--- src/hdl/m92_input_pkg.sv ---
/*
 * M92 player input package
 * Widths, joystick bit positions, DIP switch constants and the
 * structs that carry controller, keyboard and download signals
 * through the player-input section.
 */

`default_nettype none

package m92_input_pkg;

    ////////////////////////////////////////////////////////////
    // Widths
    ////////////////////////////////////////////////////////////

    localparam int PLAYERS           = 4;
    localparam int PLAYER_BITS       = 10;
    localparam int JOY_BITS          = 20;
    localparam int KBD_BITS          = 16;
    localparam int LLAPI_BUTTON_BITS = 32;
    localparam int LLAPI_TYPE_BITS   = 8;
    localparam int DIP_BYTE_BITS     = 8;
    localparam int IOCTL_INDEX_BITS  = 8;
    localparam int IOCTL_ADDR_BITS   = 25;
    localparam int IOCTL_DATA_BITS   = 8;

    // Core joystick layout above the player word
    localparam int JOY_BIT_START      = 10;
    localparam int JOY_BIT_COIN       = 11;
    localparam int JOY_BIT_START2_ALT = 12;
    localparam int JOY_BIT_PAUSE      = 13;

    // Wired controller buttons forming the menu combination
    localparam int LLAPI_BTN_DOWN  = 26;
    localparam int LLAPI_BTN_START = 5;
    localparam int LLAPI_BTN_FIRST = 0;

    // DIP bank, written through download index 254
    localparam logic [IOCTL_INDEX_BITS-1:0] DIP_IOCTL_INDEX = 8'd254;
    localparam int DIP_BYTES      = 8;
    localparam int DIP_BYTES_USED = 3;
    localparam int DIP_ADDR_BITS  = $clog2(DIP_BYTES);

    ////////////////////////////////////////////////////////////
    // Types
    ////////////////////////////////////////////////////////////

    typedef logic [JOY_BITS-1:0]          joy_word_t;
    typedef logic [PLAYER_BITS-1:0]       player_input_t;
    typedef logic [KBD_BITS-1:0]          kbd_word_t;
    typedef logic [LLAPI_BUTTON_BITS-1:0] llapi_buttons_t;
    typedef logic [LLAPI_TYPE_BITS-1:0]   llapi_type_t;
    typedef logic [DIP_BYTE_BITS-1:0]     dip_byte_t;

    // One decoded wired controller port
    typedef struct packed {
        llapi_buttons_t buttons;
        llapi_type_t    type_id;
        logic           en;
    } llapi_port_t;

    // Four joystick words, index 0 is player 1
    typedef struct packed {
        joy_word_t [PLAYERS-1:0] joy;
    } usb_joys_t;

    typedef struct packed {
        kbd_word_t [PLAYERS-1:0] p;
        logic [PLAYERS-1:0]      start;
        logic [PLAYERS-1:0]      coin;
        logic                    pause;
    } kbd_inputs_t;

    // Host download write strobe with its address and data
    typedef struct packed {
        logic                        wr;
        logic [IOCTL_INDEX_BITS-1:0] index;
        logic [IOCTL_ADDR_BITS-1:0]  addr;
        logic [IOCTL_DATA_BITS-1:0]  dout;
    } ioctl_wr_t;

endpackage

`default_nettype wire

--- src/hdl/llapi_port_decode.sv ---
/*
 * Wired controller port decoder
 * Decides whether a controller sits on the port, remaps its
 * buttons into the core joystick layout and flags the
 * down+start+first-button menu combination.
 */

`timescale 1ns/1ns
`default_nettype none

module llapi_port_decode (
    input  wire                     clk_sys,
    input  wire                     reset,
    input  m92_input_pkg::llapi_port_t port,
    output logic                    use_port,
    output m92_input_pkg::joy_word_t joy_mapped,
    output logic                    osd_combo
);

    import m92_input_pkg::*;

    logic pressed;
    logic type_known;

    // Sticky flag, set by any button and held until reset
    always_ff @(posedge clk_sys) begin
        if (reset) begin
            pressed <= 1'b0;
        end else if (|port.buttons) begin
            pressed <= 1'b1;
        end
    end

    // Id 0 covers both an empty port and an Atari pad, 255 is
    // treated the same way
    assign type_known = (|port.type_id) && !(&port.type_id);
    assign use_port   = port.en && (type_known || pressed);

    ////////////////////////////////////////////////////////////
    // Button remap
    ////////////////////////////////////////////////////////////

    always_comb begin
        joy_mapped = '0;
        // D-pad
        joy_mapped[3:0] = port.buttons[27:24];
        // A, B, C
        joy_mapped[4] = port.buttons[0];
        joy_mapped[5] = port.buttons[1];
        joy_mapped[6] = port.buttons[2];
        // D, E, F
        joy_mapped[7] = port.buttons[3];
        joy_mapped[8] = port.buttons[6];
        joy_mapped[9] = port.buttons[7];
        joy_mapped[JOY_BIT_START] = port.buttons[5];
        joy_mapped[JOY_BIT_COIN]  = port.buttons[4];
    end

    // Menu combination
    assign osd_combo = port.buttons[LLAPI_BTN_DOWN]
                     & port.buttons[LLAPI_BTN_START]
                     & port.buttons[LLAPI_BTN_FIRST];

endmodule

`default_nettype wire

--- src/hdl/player_slot_assign.sv ---
/*
 * Player slot assignment
 * Present wired controllers take the first player slots and
 * the USB joysticks move over to the slots that remain.
 */

`timescale 1ns/1ns
`default_nettype none

module player_slot_assign (
    input  wire                      use_a,
    input  wire                      use_b,
    input  m92_input_pkg::joy_word_t joy_a,
    input  m92_input_pkg::joy_word_t joy_b,
    input  m92_input_pkg::usb_joys_t usb,
    output m92_input_pkg::usb_joys_t slots
);

    import m92_input_pkg::*;

    always_comb begin
        if (use_a && use_b) begin
            slots.joy[0] = joy_a;
            slots.joy[1] = joy_b;
            slots.joy[2] = usb.joy[0];
            slots.joy[3] = usb.joy[1];
        end else if (use_a ^ use_b) begin
            // USB 0 fills whichever of the first two slots is free
            slots.joy[0] = use_a ? joy_a : usb.joy[0];
            slots.joy[1] = use_b ? joy_b : usb.joy[0];
            slots.joy[2] = usb.joy[1];
            slots.joy[3] = usb.joy[2];
        end else begin
            // No wired controllers, USB joysticks in order
            for (int i = 0; i < PLAYERS; i++) begin
                slots.joy[i] = usb.joy[i];
            end
        end
    end

endmodule

`default_nettype wire

--- src/hdl/arcade_input_merge.sv ---
/*
 * Arcade input merge
 * ORs keyboard and joystick sources per player and forms the
 * cabinet start, coin and pause signals.
 */

`timescale 1ns/1ns
`default_nettype none

module arcade_input_merge (
    input  m92_input_pkg::usb_joys_t     slots,
    input  m92_input_pkg::kbd_inputs_t   kbd,
    output m92_input_pkg::player_input_t p1,
    output m92_input_pkg::player_input_t p2,
    output m92_input_pkg::player_input_t p3,
    output m92_input_pkg::player_input_t p4,
    output logic [m92_input_pkg::PLAYERS-1:0] start_buttons,
    output logic [m92_input_pkg::PLAYERS-1:0] coin,
    output logic                         pause
);

    import m92_input_pkg::*;

    player_input_t [PLAYERS-1:0] merged;
    joy_word_t                   combined;

    ////////////////////////////////////////////////////////////
    // Player words
    ////////////////////////////////////////////////////////////

    always_comb begin
        for (int i = 0; i < PLAYERS; i++) begin
            merged[i] = kbd.p[i][PLAYER_BITS-1:0] | slots.joy[i][PLAYER_BITS-1:0];
        end
    end

    assign p1 = merged[0];
    assign p2 = merged[1];
    assign p3 = merged[2];
    assign p4 = merged[3];

    ////////////////////////////////////////////////////////////
    // Cabinet buttons
    ////////////////////////////////////////////////////////////

    // Any joystick may drive the shared coin, pause and alt start
    always_comb begin
        combined = '0;
        for (int i = 0; i < PLAYERS; i++) begin
            combined = combined | slots.joy[i];
        end
    end

    always_comb begin
        for (int i = 0; i < PLAYERS; i++) begin
            start_buttons[i] = slots.joy[i][JOY_BIT_START] | kbd.start[i];
        end
        start_buttons[1] = start_buttons[1] | combined[JOY_BIT_START2_ALT];
    end

    // Single coin slot fed by every source
    always_comb begin
        coin    = '0;
        coin[0] = combined[JOY_BIT_COIN] | (|kbd.coin);
    end

    assign pause = combined[JOY_BIT_PAUSE] | kbd.pause;

endmodule

`default_nettype wire

--- src/hdl/dip_switch_bank.sv ---
/*
 * DIP switch bank
 * Captures DIP switch bytes from the host download stream and
 * presents the ones the game reads. Bytes are active low.
 */

`timescale 1ns/1ns
`default_nettype none

module dip_switch_bank (
    input  wire                      clk_sys,
    input  wire                      reset,
    input  m92_input_pkg::ioctl_wr_t ioctl,
    output m92_input_pkg::dip_byte_t [m92_input_pkg::DIP_BYTES_USED-1:0] dip_sw
);

    import m92_input_pkg::*;

    dip_byte_t [DIP_BYTES-1:0] bank;
    logic                      dip_write;

    // Only the first DIP_BYTES addresses of the DIP index hit the bank
    assign dip_write = ioctl.wr
                    && (ioctl.index == DIP_IOCTL_INDEX)
                    && (ioctl.addr[IOCTL_ADDR_BITS-1:DIP_ADDR_BITS] == '0);

    always_ff @(posedge clk_sys) begin
        if (reset) begin
            // All switches off
            bank <= '1;
        end else if (dip_write) begin
            bank[ioctl.addr[DIP_ADDR_BITS-1:0]] <= ioctl.dout;
        end
    end

    assign dip_sw = bank[DIP_BYTES_USED-1:0];

endmodule

`default_nettype wire

--- src/hdl/m92_input_top.sv ---
/*
 * M92 player input top level
 * Decodes the two wired controller ports, assigns player slots,
 * merges keyboard input and captures the DIP switches. Also
 * raises the menu button from either wired port.
 */

`timescale 1ns/1ns
`default_nettype none

module m92_input_top (
    input  wire                          clk_sys,
    input  wire                          reset,
    input  m92_input_pkg::llapi_port_t   port_a,
    input  m92_input_pkg::llapi_port_t   port_b,
    input  m92_input_pkg::usb_joys_t     usb,
    input  m92_input_pkg::kbd_inputs_t   kbd,
    input  m92_input_pkg::ioctl_wr_t     ioctl,
    output m92_input_pkg::player_input_t p1,
    output m92_input_pkg::player_input_t p2,
    output m92_input_pkg::player_input_t p3,
    output m92_input_pkg::player_input_t p4,
    output logic [m92_input_pkg::PLAYERS-1:0] start_buttons,
    output logic [m92_input_pkg::PLAYERS-1:0] coin,
    output logic                         pause,
    output logic                         osd_button,
    output m92_input_pkg::dip_byte_t [m92_input_pkg::DIP_BYTES_USED-1:0] dip_sw
);

    import m92_input_pkg::*;

    logic      use_a;
    logic      use_b;
    joy_word_t joy_a;
    joy_word_t joy_b;
    logic      combo_a;
    logic      combo_b;
    usb_joys_t slots;

    ////////////////////////////////////////////////////////////
    // Wired controller ports
    ////////////////////////////////////////////////////////////

    llapi_port_decode decode_a (
        .clk_sys    (clk_sys),
        .reset      (reset),
        .port       (port_a),
        .use_port   (use_a),
        .joy_mapped (joy_a),
        .osd_combo  (combo_a)
    );

    llapi_port_decode decode_b (
        .clk_sys    (clk_sys),
        .reset      (reset),
        .port       (port_b),
        .use_port   (use_b),
        .joy_mapped (joy_b),
        .osd_combo  (combo_b)
    );

    assign osd_button = combo_a | combo_b;

    ////////////////////////////////////////////////////////////
    // Slots, merge and DIP bank
    ////////////////////////////////////////////////////////////

    player_slot_assign player_slot_assign_i (
        .use_a (use_a),
        .use_b (use_b),
        .joy_a (joy_a),
        .joy_b (joy_b),
        .usb   (usb),
        .slots (slots)
    );

    arcade_input_merge arcade_input_merge_i (
        .slots         (slots),
        .kbd           (kbd),
        .p1            (p1),
        .p2            (p2),
        .p3            (p3),
        .p4            (p4),
        .start_buttons (start_buttons),
        .coin          (coin),
        .pause         (pause)
    );

    dip_switch_bank dip_switch_bank_i (
        .clk_sys (clk_sys),
        .reset   (reset),
        .ioctl   (ioctl),
        .dip_sw  (dip_sw)
    );

endmodule

`default_nettype wire

--- config.mk ---
export PLATFORM = sky130hd
export DESIGN_NAME = m92_input_top
export DESIGN_NICKNAME = d
export VERILOG_FILES = /design/src/hdl/m92_input_pkg.sv /design/src/hdl/llapi_port_decode.sv /design/src/hdl/player_slot_assign.sv /design/src/hdl/arcade_input_merge.sv /design/src/hdl/dip_switch_bank.sv /design/src/hdl/m92_input_top.sv
export SDC_FILE = /design/constraint.sdc
export NUM_CORES = 1
export LEC_CHECK = 0
export BUFFER_PORTS_ARGS = -buffer_cell sky130_fd_sc_hd__buf_4
export CAP_MARGIN = 30
export CORE_AREA = 2 2 136 138
export CTS_CLUSTER_DIAMETER = 50
export DETAILED_ROUTE_END_ITERATION = 8
export DIE_AREA = 0 0 138 140
export PLACE_DENSITY_LB_ADDON = 0.2
export SYNTH_ARGS = -nofsm -noshare
export SYNTH_HDL_FRONTEND = slang
export SYNTH_HIERARCHICAL = 1
export SYNTH_SLANG_ARGS = --single-unit
--- constraint.sdc ---
create_clock -name clk_sys -period 3.1 [get_ports clk_sys]
set_clock_uncertainty 0.2 [all_clocks]
set_input_delay 0.31 -clock clk_sys [delete_from_list [all_inputs] [get_ports clk_sys]]
set_output_delay 0.31 -clock clk_sys [all_outputs]
set_load 0.03 [all_outputs]
==> results.cfg, run 1 <==
[critical_path]
critPathMaxFanout = 4
cp.required_ns = 2.59
critPathKind = input port to output pin
cp-start-kind = input port
critPathArrivalTime_ns = 2.40
end_kind = output pin

[drt]
drtIter0Drc = 67
wl_per_cell_um = 15.41
antenna_left = 0
wirelength_um = 13900
route.detailed.drc = 0
first_pass_iters = 4
vias = 3867
viasPerCell = 4.287

[cts]
post-cts-setup-buffer-count = 0
cts_num_sinks = 26
h-tree-depth = 1
cts.reportedPaths.clkPinSlew_ns = 0.06
cts_buffers = 3
clk_latency_ns = 0.26
root_buffer = clkbuf_16
clock_path_buffers = 2
cts_tree = built

[floorplanning]
boundaryPins = 353
start_util_pct = 17.59
rows = 49
die_y_um = 140
dieArea_mm2 = 0.01932
die_w_um = 138
core_area_mm2 = 0.01778

[placement]
pre_cts_ws_ns = 0.04051
numPortBuffers = 301
gp_congestion = 0.8403
dp_hpwl_um = 12120

[timing]
finalHoldViolations = 0
post-route-period-util_pct = 93.99
finalMaxSlewViolations = 0
fin_hold_ws_ns = 0.1171
worstMarginPinSlew_ns = 0.7884
finalSetupViolCount = 0
setup_ws_ns = 0.1863
tns_ns = 0
min_period_ns = 2.914
max-slew-margin-rel_pct = 46.95
fmax_mhz = 343.2

[finish]
diodes = 0
fillers = 1927
drive_gt1_share_pct = 60.62
num-nets-final = 955
syn_to_final_growth_pct = 78.75
post-route-util_pct = 31.44

[global_route]
antenna_found_initial = 0
grt_pass1_wl_um = 21050
grt_usage_pct = 13.24
grt_pass1_vias = 4067
grt_max_degree = 46
gr-total-overflow = 0

[logic_synthesis]
syn_inst = 410
syn_area_mm2 = 0.003127
yosysWarnings = 6
avgSynthCellArea_um2 = 7.626

[power_and_ir_drop]
irDropWorstVdd_mv = 0.1825
power.density_mw_per_mm2 = 246.1
power.total_mw = 1.375
p_leak_nw = 2.515

[hold_path]
hold_class = input port to register

[job]
max_cap_viol_count = 0

[status]
status = complete, no violations
[stage by stage]
stage / area, µm² / instances
final: 5589 / 902
after CTS: 5544 / 902
after floorplan: 3142 / 414
after global placement: 5469 / 899
after detailed placement: 5469 / 899
after global routing: 5589 / 902
[critical path, stage by stage]
cell,delay [ns]
buf_4,0.12
nor4_2,0.27
a21oi_1,0.12
o21a_1,0.22
ha_4,0.32
nor2b_2,0.25
buf_4,0.19
a221oi_2,0.06
nor4_1,0.28
nand2_1,0.09
buf_4,0.17
[layout by cell type (no fill, tap or decap)]
cell,count
nand2_1,33
a221oi_2,14
conb_1,7
nor4_4,2
o21a_1,2
and4_1,1
nand4_1,7
or2_1,1
clkbuf_16,3
nor4bb_1,1
nor4_2,9
or2_2,43
buf_4,312
mux2_2,14
a21o_1,1
nor3_1,15
a21oi_1,4
nor4b_4,1
or4_1,2
nor4_1,18
buf_12,4
inv_1,15
nand4_2,1
and3_1,2
ha_4,1
nor4b_2,2
o21ai_1,28
mux2i_1,52
buf_6,1
nor2b_2,1
dfxtp_1,26
nor2_1,50
[routing by layer]
| metal | routed length (µm) | track usage, % |
|---|---|---|
| met5 | 0 | 0 |
| met4 | 149 | 1.933 |
| met3 | 861 | 2.462 |
| met2 | 7329 | 25.38 |
| met1 | 5563 | 15.57 |
[what timing repair did]
action | 4_1_cts | 5_1_grt
endpoints found under the hold margin | 0 | 0
hold buffers | 0 | 0
endpoints found under the setup margin | 0 | 29
resized for setup | 0 | 7
[flip-flops by register name (all words and copies together), names as in the netlist]
register,count
dip_switch_bank_i/dip_sw,24
decode_a/pressed,1
decode_b/pressed,1
[layout make-up]
| class | count | area, µm² | share of cell area [%] |
|---|---|---|---|
| Clock buffer | 3 | 75.07 | 1.343 |
| Tap cell | 229 | 286.5 | 5.126 |
| Timing Repair Buffer | 317 | 2434 | 43.54 |
| Inverter | 15 | 56.30 | 1.007 |
| Multi-Input combinational cell | 312 | 2217 | 39.67 |
| Sequential cell | 26 | 520.5 | 9.313 |
[power breakdown]
part | switching, mW | internal [mW] | total, mW
clock | 0.109 | 0.171 | 0.280
combinational | 0.356 | 0.402 | 0.758
sequential | 0.00193 | 0.335 | 0.337
[path summary, 6_finish.rpt]
path	startpoint	end	slack, ns	cells past startpoint
worst min-delay path	port_a[30]	decode_a/pressed$_SDFFE_PP0P_	0.12	3
worst max register to register	decode_b/pressed$_SDFFE_PP0P_	decode_b/pressed$_SDFFE_PP0P_	1.55	4
worst max-delay path	port_b[2]	start_buttons[1]	0.19	11
worst min register to register	dip_switch_bank_i/dip_sw[11]$_SDFFE_PP1P_	dip_switch_bank_i/dip_sw[11]$_SDFFE_PP1P_	0.32	2
(Power assumes the default switching activity.)
==> inputs of run 2 (changes only) <==
Settings changed: ABC_AREA set to 1, CORE_AREA 2 2 136 138 to 2 2 138 140, DIE_AREA 0 0 138 140 to 0 0 140 142.
==> results.cfg, run 2 <==
[status]
status = finished, violations left
violations = DRC

[power_and_ir_drop]
p_leak_nw = 2.949
power.density_mw_per_mm2 = 238.3
irDropWorstVdd_mv = 0.1598

[timing]
finalHoldViolations = 0
post-route-period-util_pct = 87.20
worstMarginPinSlew_ns = 0.7634
max-slew-margin-rel_pct = 49.05
finalMaxSlewViolations = 0
finalSetupViolCount = 0
fmax_mhz = 370.0
tns_ns = 0
grt_setup_unrepaired = no
fin_hold_ws_ns = 0.02915
min_period_ns = 2.703

[finish]
diodes = 0
syn_to_final_growth_pct = 61.03
instances_no_fill = 1111
num-nets-final = 1159
mostFrequentLayoutCell = buf_4
final_cell_mix = buf_4, nand2_1, nor2_1, nand3_1, inv_1
largest_reg_flops = 24
final_cell_area_mm2 = 0.005837
drive_gt1_share_pct = 40.71
fillers = 2082

[global_route]
gr-total-overflow = 0
grt_usage_pct = 13.98
antenna_found_initial = 0
grt_pass1_wl_um = 22350
grt_max_degree = 43
grt_pass1_vias = 4404

[cts]
root_buffer = clkbuf_16
cts_tree = built
cts_buffers = 3
holdBufCountCts = 0
cts_num_sinks = 26
h-tree-depth = 1
clock_path_buffers = 2
ctsResizeCount = 0
clk_latency_ns = 0.25
cts.reportedPaths.clkPinSlew_ns = 0.06
post-cts-setup-buffer-count = 0

[logic_synthesis]
syn_inst = 631
avgSynthCellArea_um2 = 5.744
yosysWarnings = 6
syn_area_mm2 = 0.003625

[placement]
dp_hpwl_um = 12640
gp_congestion = 0.7568
dp_cells = 1108
numPortBuffers = 301
placed_area_mm2 = 0.005762

[drt]
vias = 4624
wirelength_um = 14950
wl_per_cell_um = 13.45
first_pass_iters = 9
antenna_left = 0
route.detailed.drc = 12
viasPerCell = 4.162
drtIter0Drc = 168

[critical_path]
cp_slowest_cell = ha_2
critPathArrivalTime_ns = 2.19
cp-start-kind = input port
worstPathCellList = buf_4 > nor2_1 > nand4_1 > a21oi_1 > nor2_2 > ha_2 > inv_8 > a21oi_2 > a21oi_2 > or2_1 > buf_4
critPathKind = input port to output pin
critPathMaxFanout = 42
end_kind = output pin
slowest_delay_ns = 0.50
cp.required_ns = 2.59

[floorplanning]
boundaryPins = 353
die_w_um = 140
dieArea_mm2 = 0.01988
start_util_pct = 19.64
rows = 50
core_area_mm2 = 0.01846
die_y_um = 142

[hold_path]
hold_class = input port to register

[job]
max_cap_viol_count = 0
run 2: cell count changes in the layout (fill, tap and decap cells not counted), moves of 37 or more:
cell,before,now
nand2_1,33,142
nand3_1,0,66
nor2_1,50,105
or2_2,43,0
a21oi_1,4,44
mux2i_1,52,0
inv_1,15,52
or2_1,1,43
run 2: worst max-delay path: cells and delay by family:
kind | cells | cell delay [ns]
buf+inv | 3 | 0.45
simple gates | 4 | 0.49
fa+ha+maj | 1 | 0.50
compound gates | 3 | 0.42
run 2: worst paths after layout:
| path | from | end | slack (ns) | depth (start not counted) |
|---|---|---|---|---|
| min reg2reg | dip_switch_bank_i/dip_sw[14]$_SDFFE_PP1P_ | dip_switch_bank_i/dip_sw[14]$_SDFFE_PP1P_ | 0.26 | 2 |
| max reg2reg | decode_b/pressed$_SDFFE_PP0P_ | decode_b/pressed$_SDFFE_PP0P_ | 1.86 | 6 |
| max | port_a[6] | p2[5] | 0.40 | 11 |
| min | reset | decode_b/pressed$_SDFFE_PP0P_ | 0.03 | 2 |
run 2: layer usage:
layer	GRT usage [%]	up-vias	routed length [µm]
li1	-	2450	-
met1	17.50	2004	6253
met2	26.13	164	7629
met3	2.086	6	981
met4	1.648	0	81
met5	0	-	0
run 2: area by class of cell:
cell class                 instances  area, µm²  share of cell area, %
inverter                          56      217.7                  3.730
timing repair buffer             308       2325                  39.83
tap                              234      292.8                  5.016
multi-input combinational        484       2406                  41.22
clock buffer                       3      75.07                  1.286
sequential                        26      520.5                  8.917
run 2: through the flow:
stage / total power, mW / setup slack [ns] / util [%]
finish: 1.391 / 0.3969 / 31.63
floorplan: 0.7937 / 0.7580 / -
global route: 1.489 / 0.2316 / 31.63
global placement: 1.124 / 0.3617 / 31.22
CTS: 1.410 / 0.3751 / 31.63
detailed placement: 1.127 / 0.3787 / 31.22
run 2: report_power, final:
group / internal [mW] / leakage [nW] / switching [mW]
registers: 0.335 / 0.211 / 0.00132
logic: 0.378 / 2.70 / 0.397
clock network: 0.171 / 0.0370 / 0.108
total: 0.885 / 2.95 / 0.506
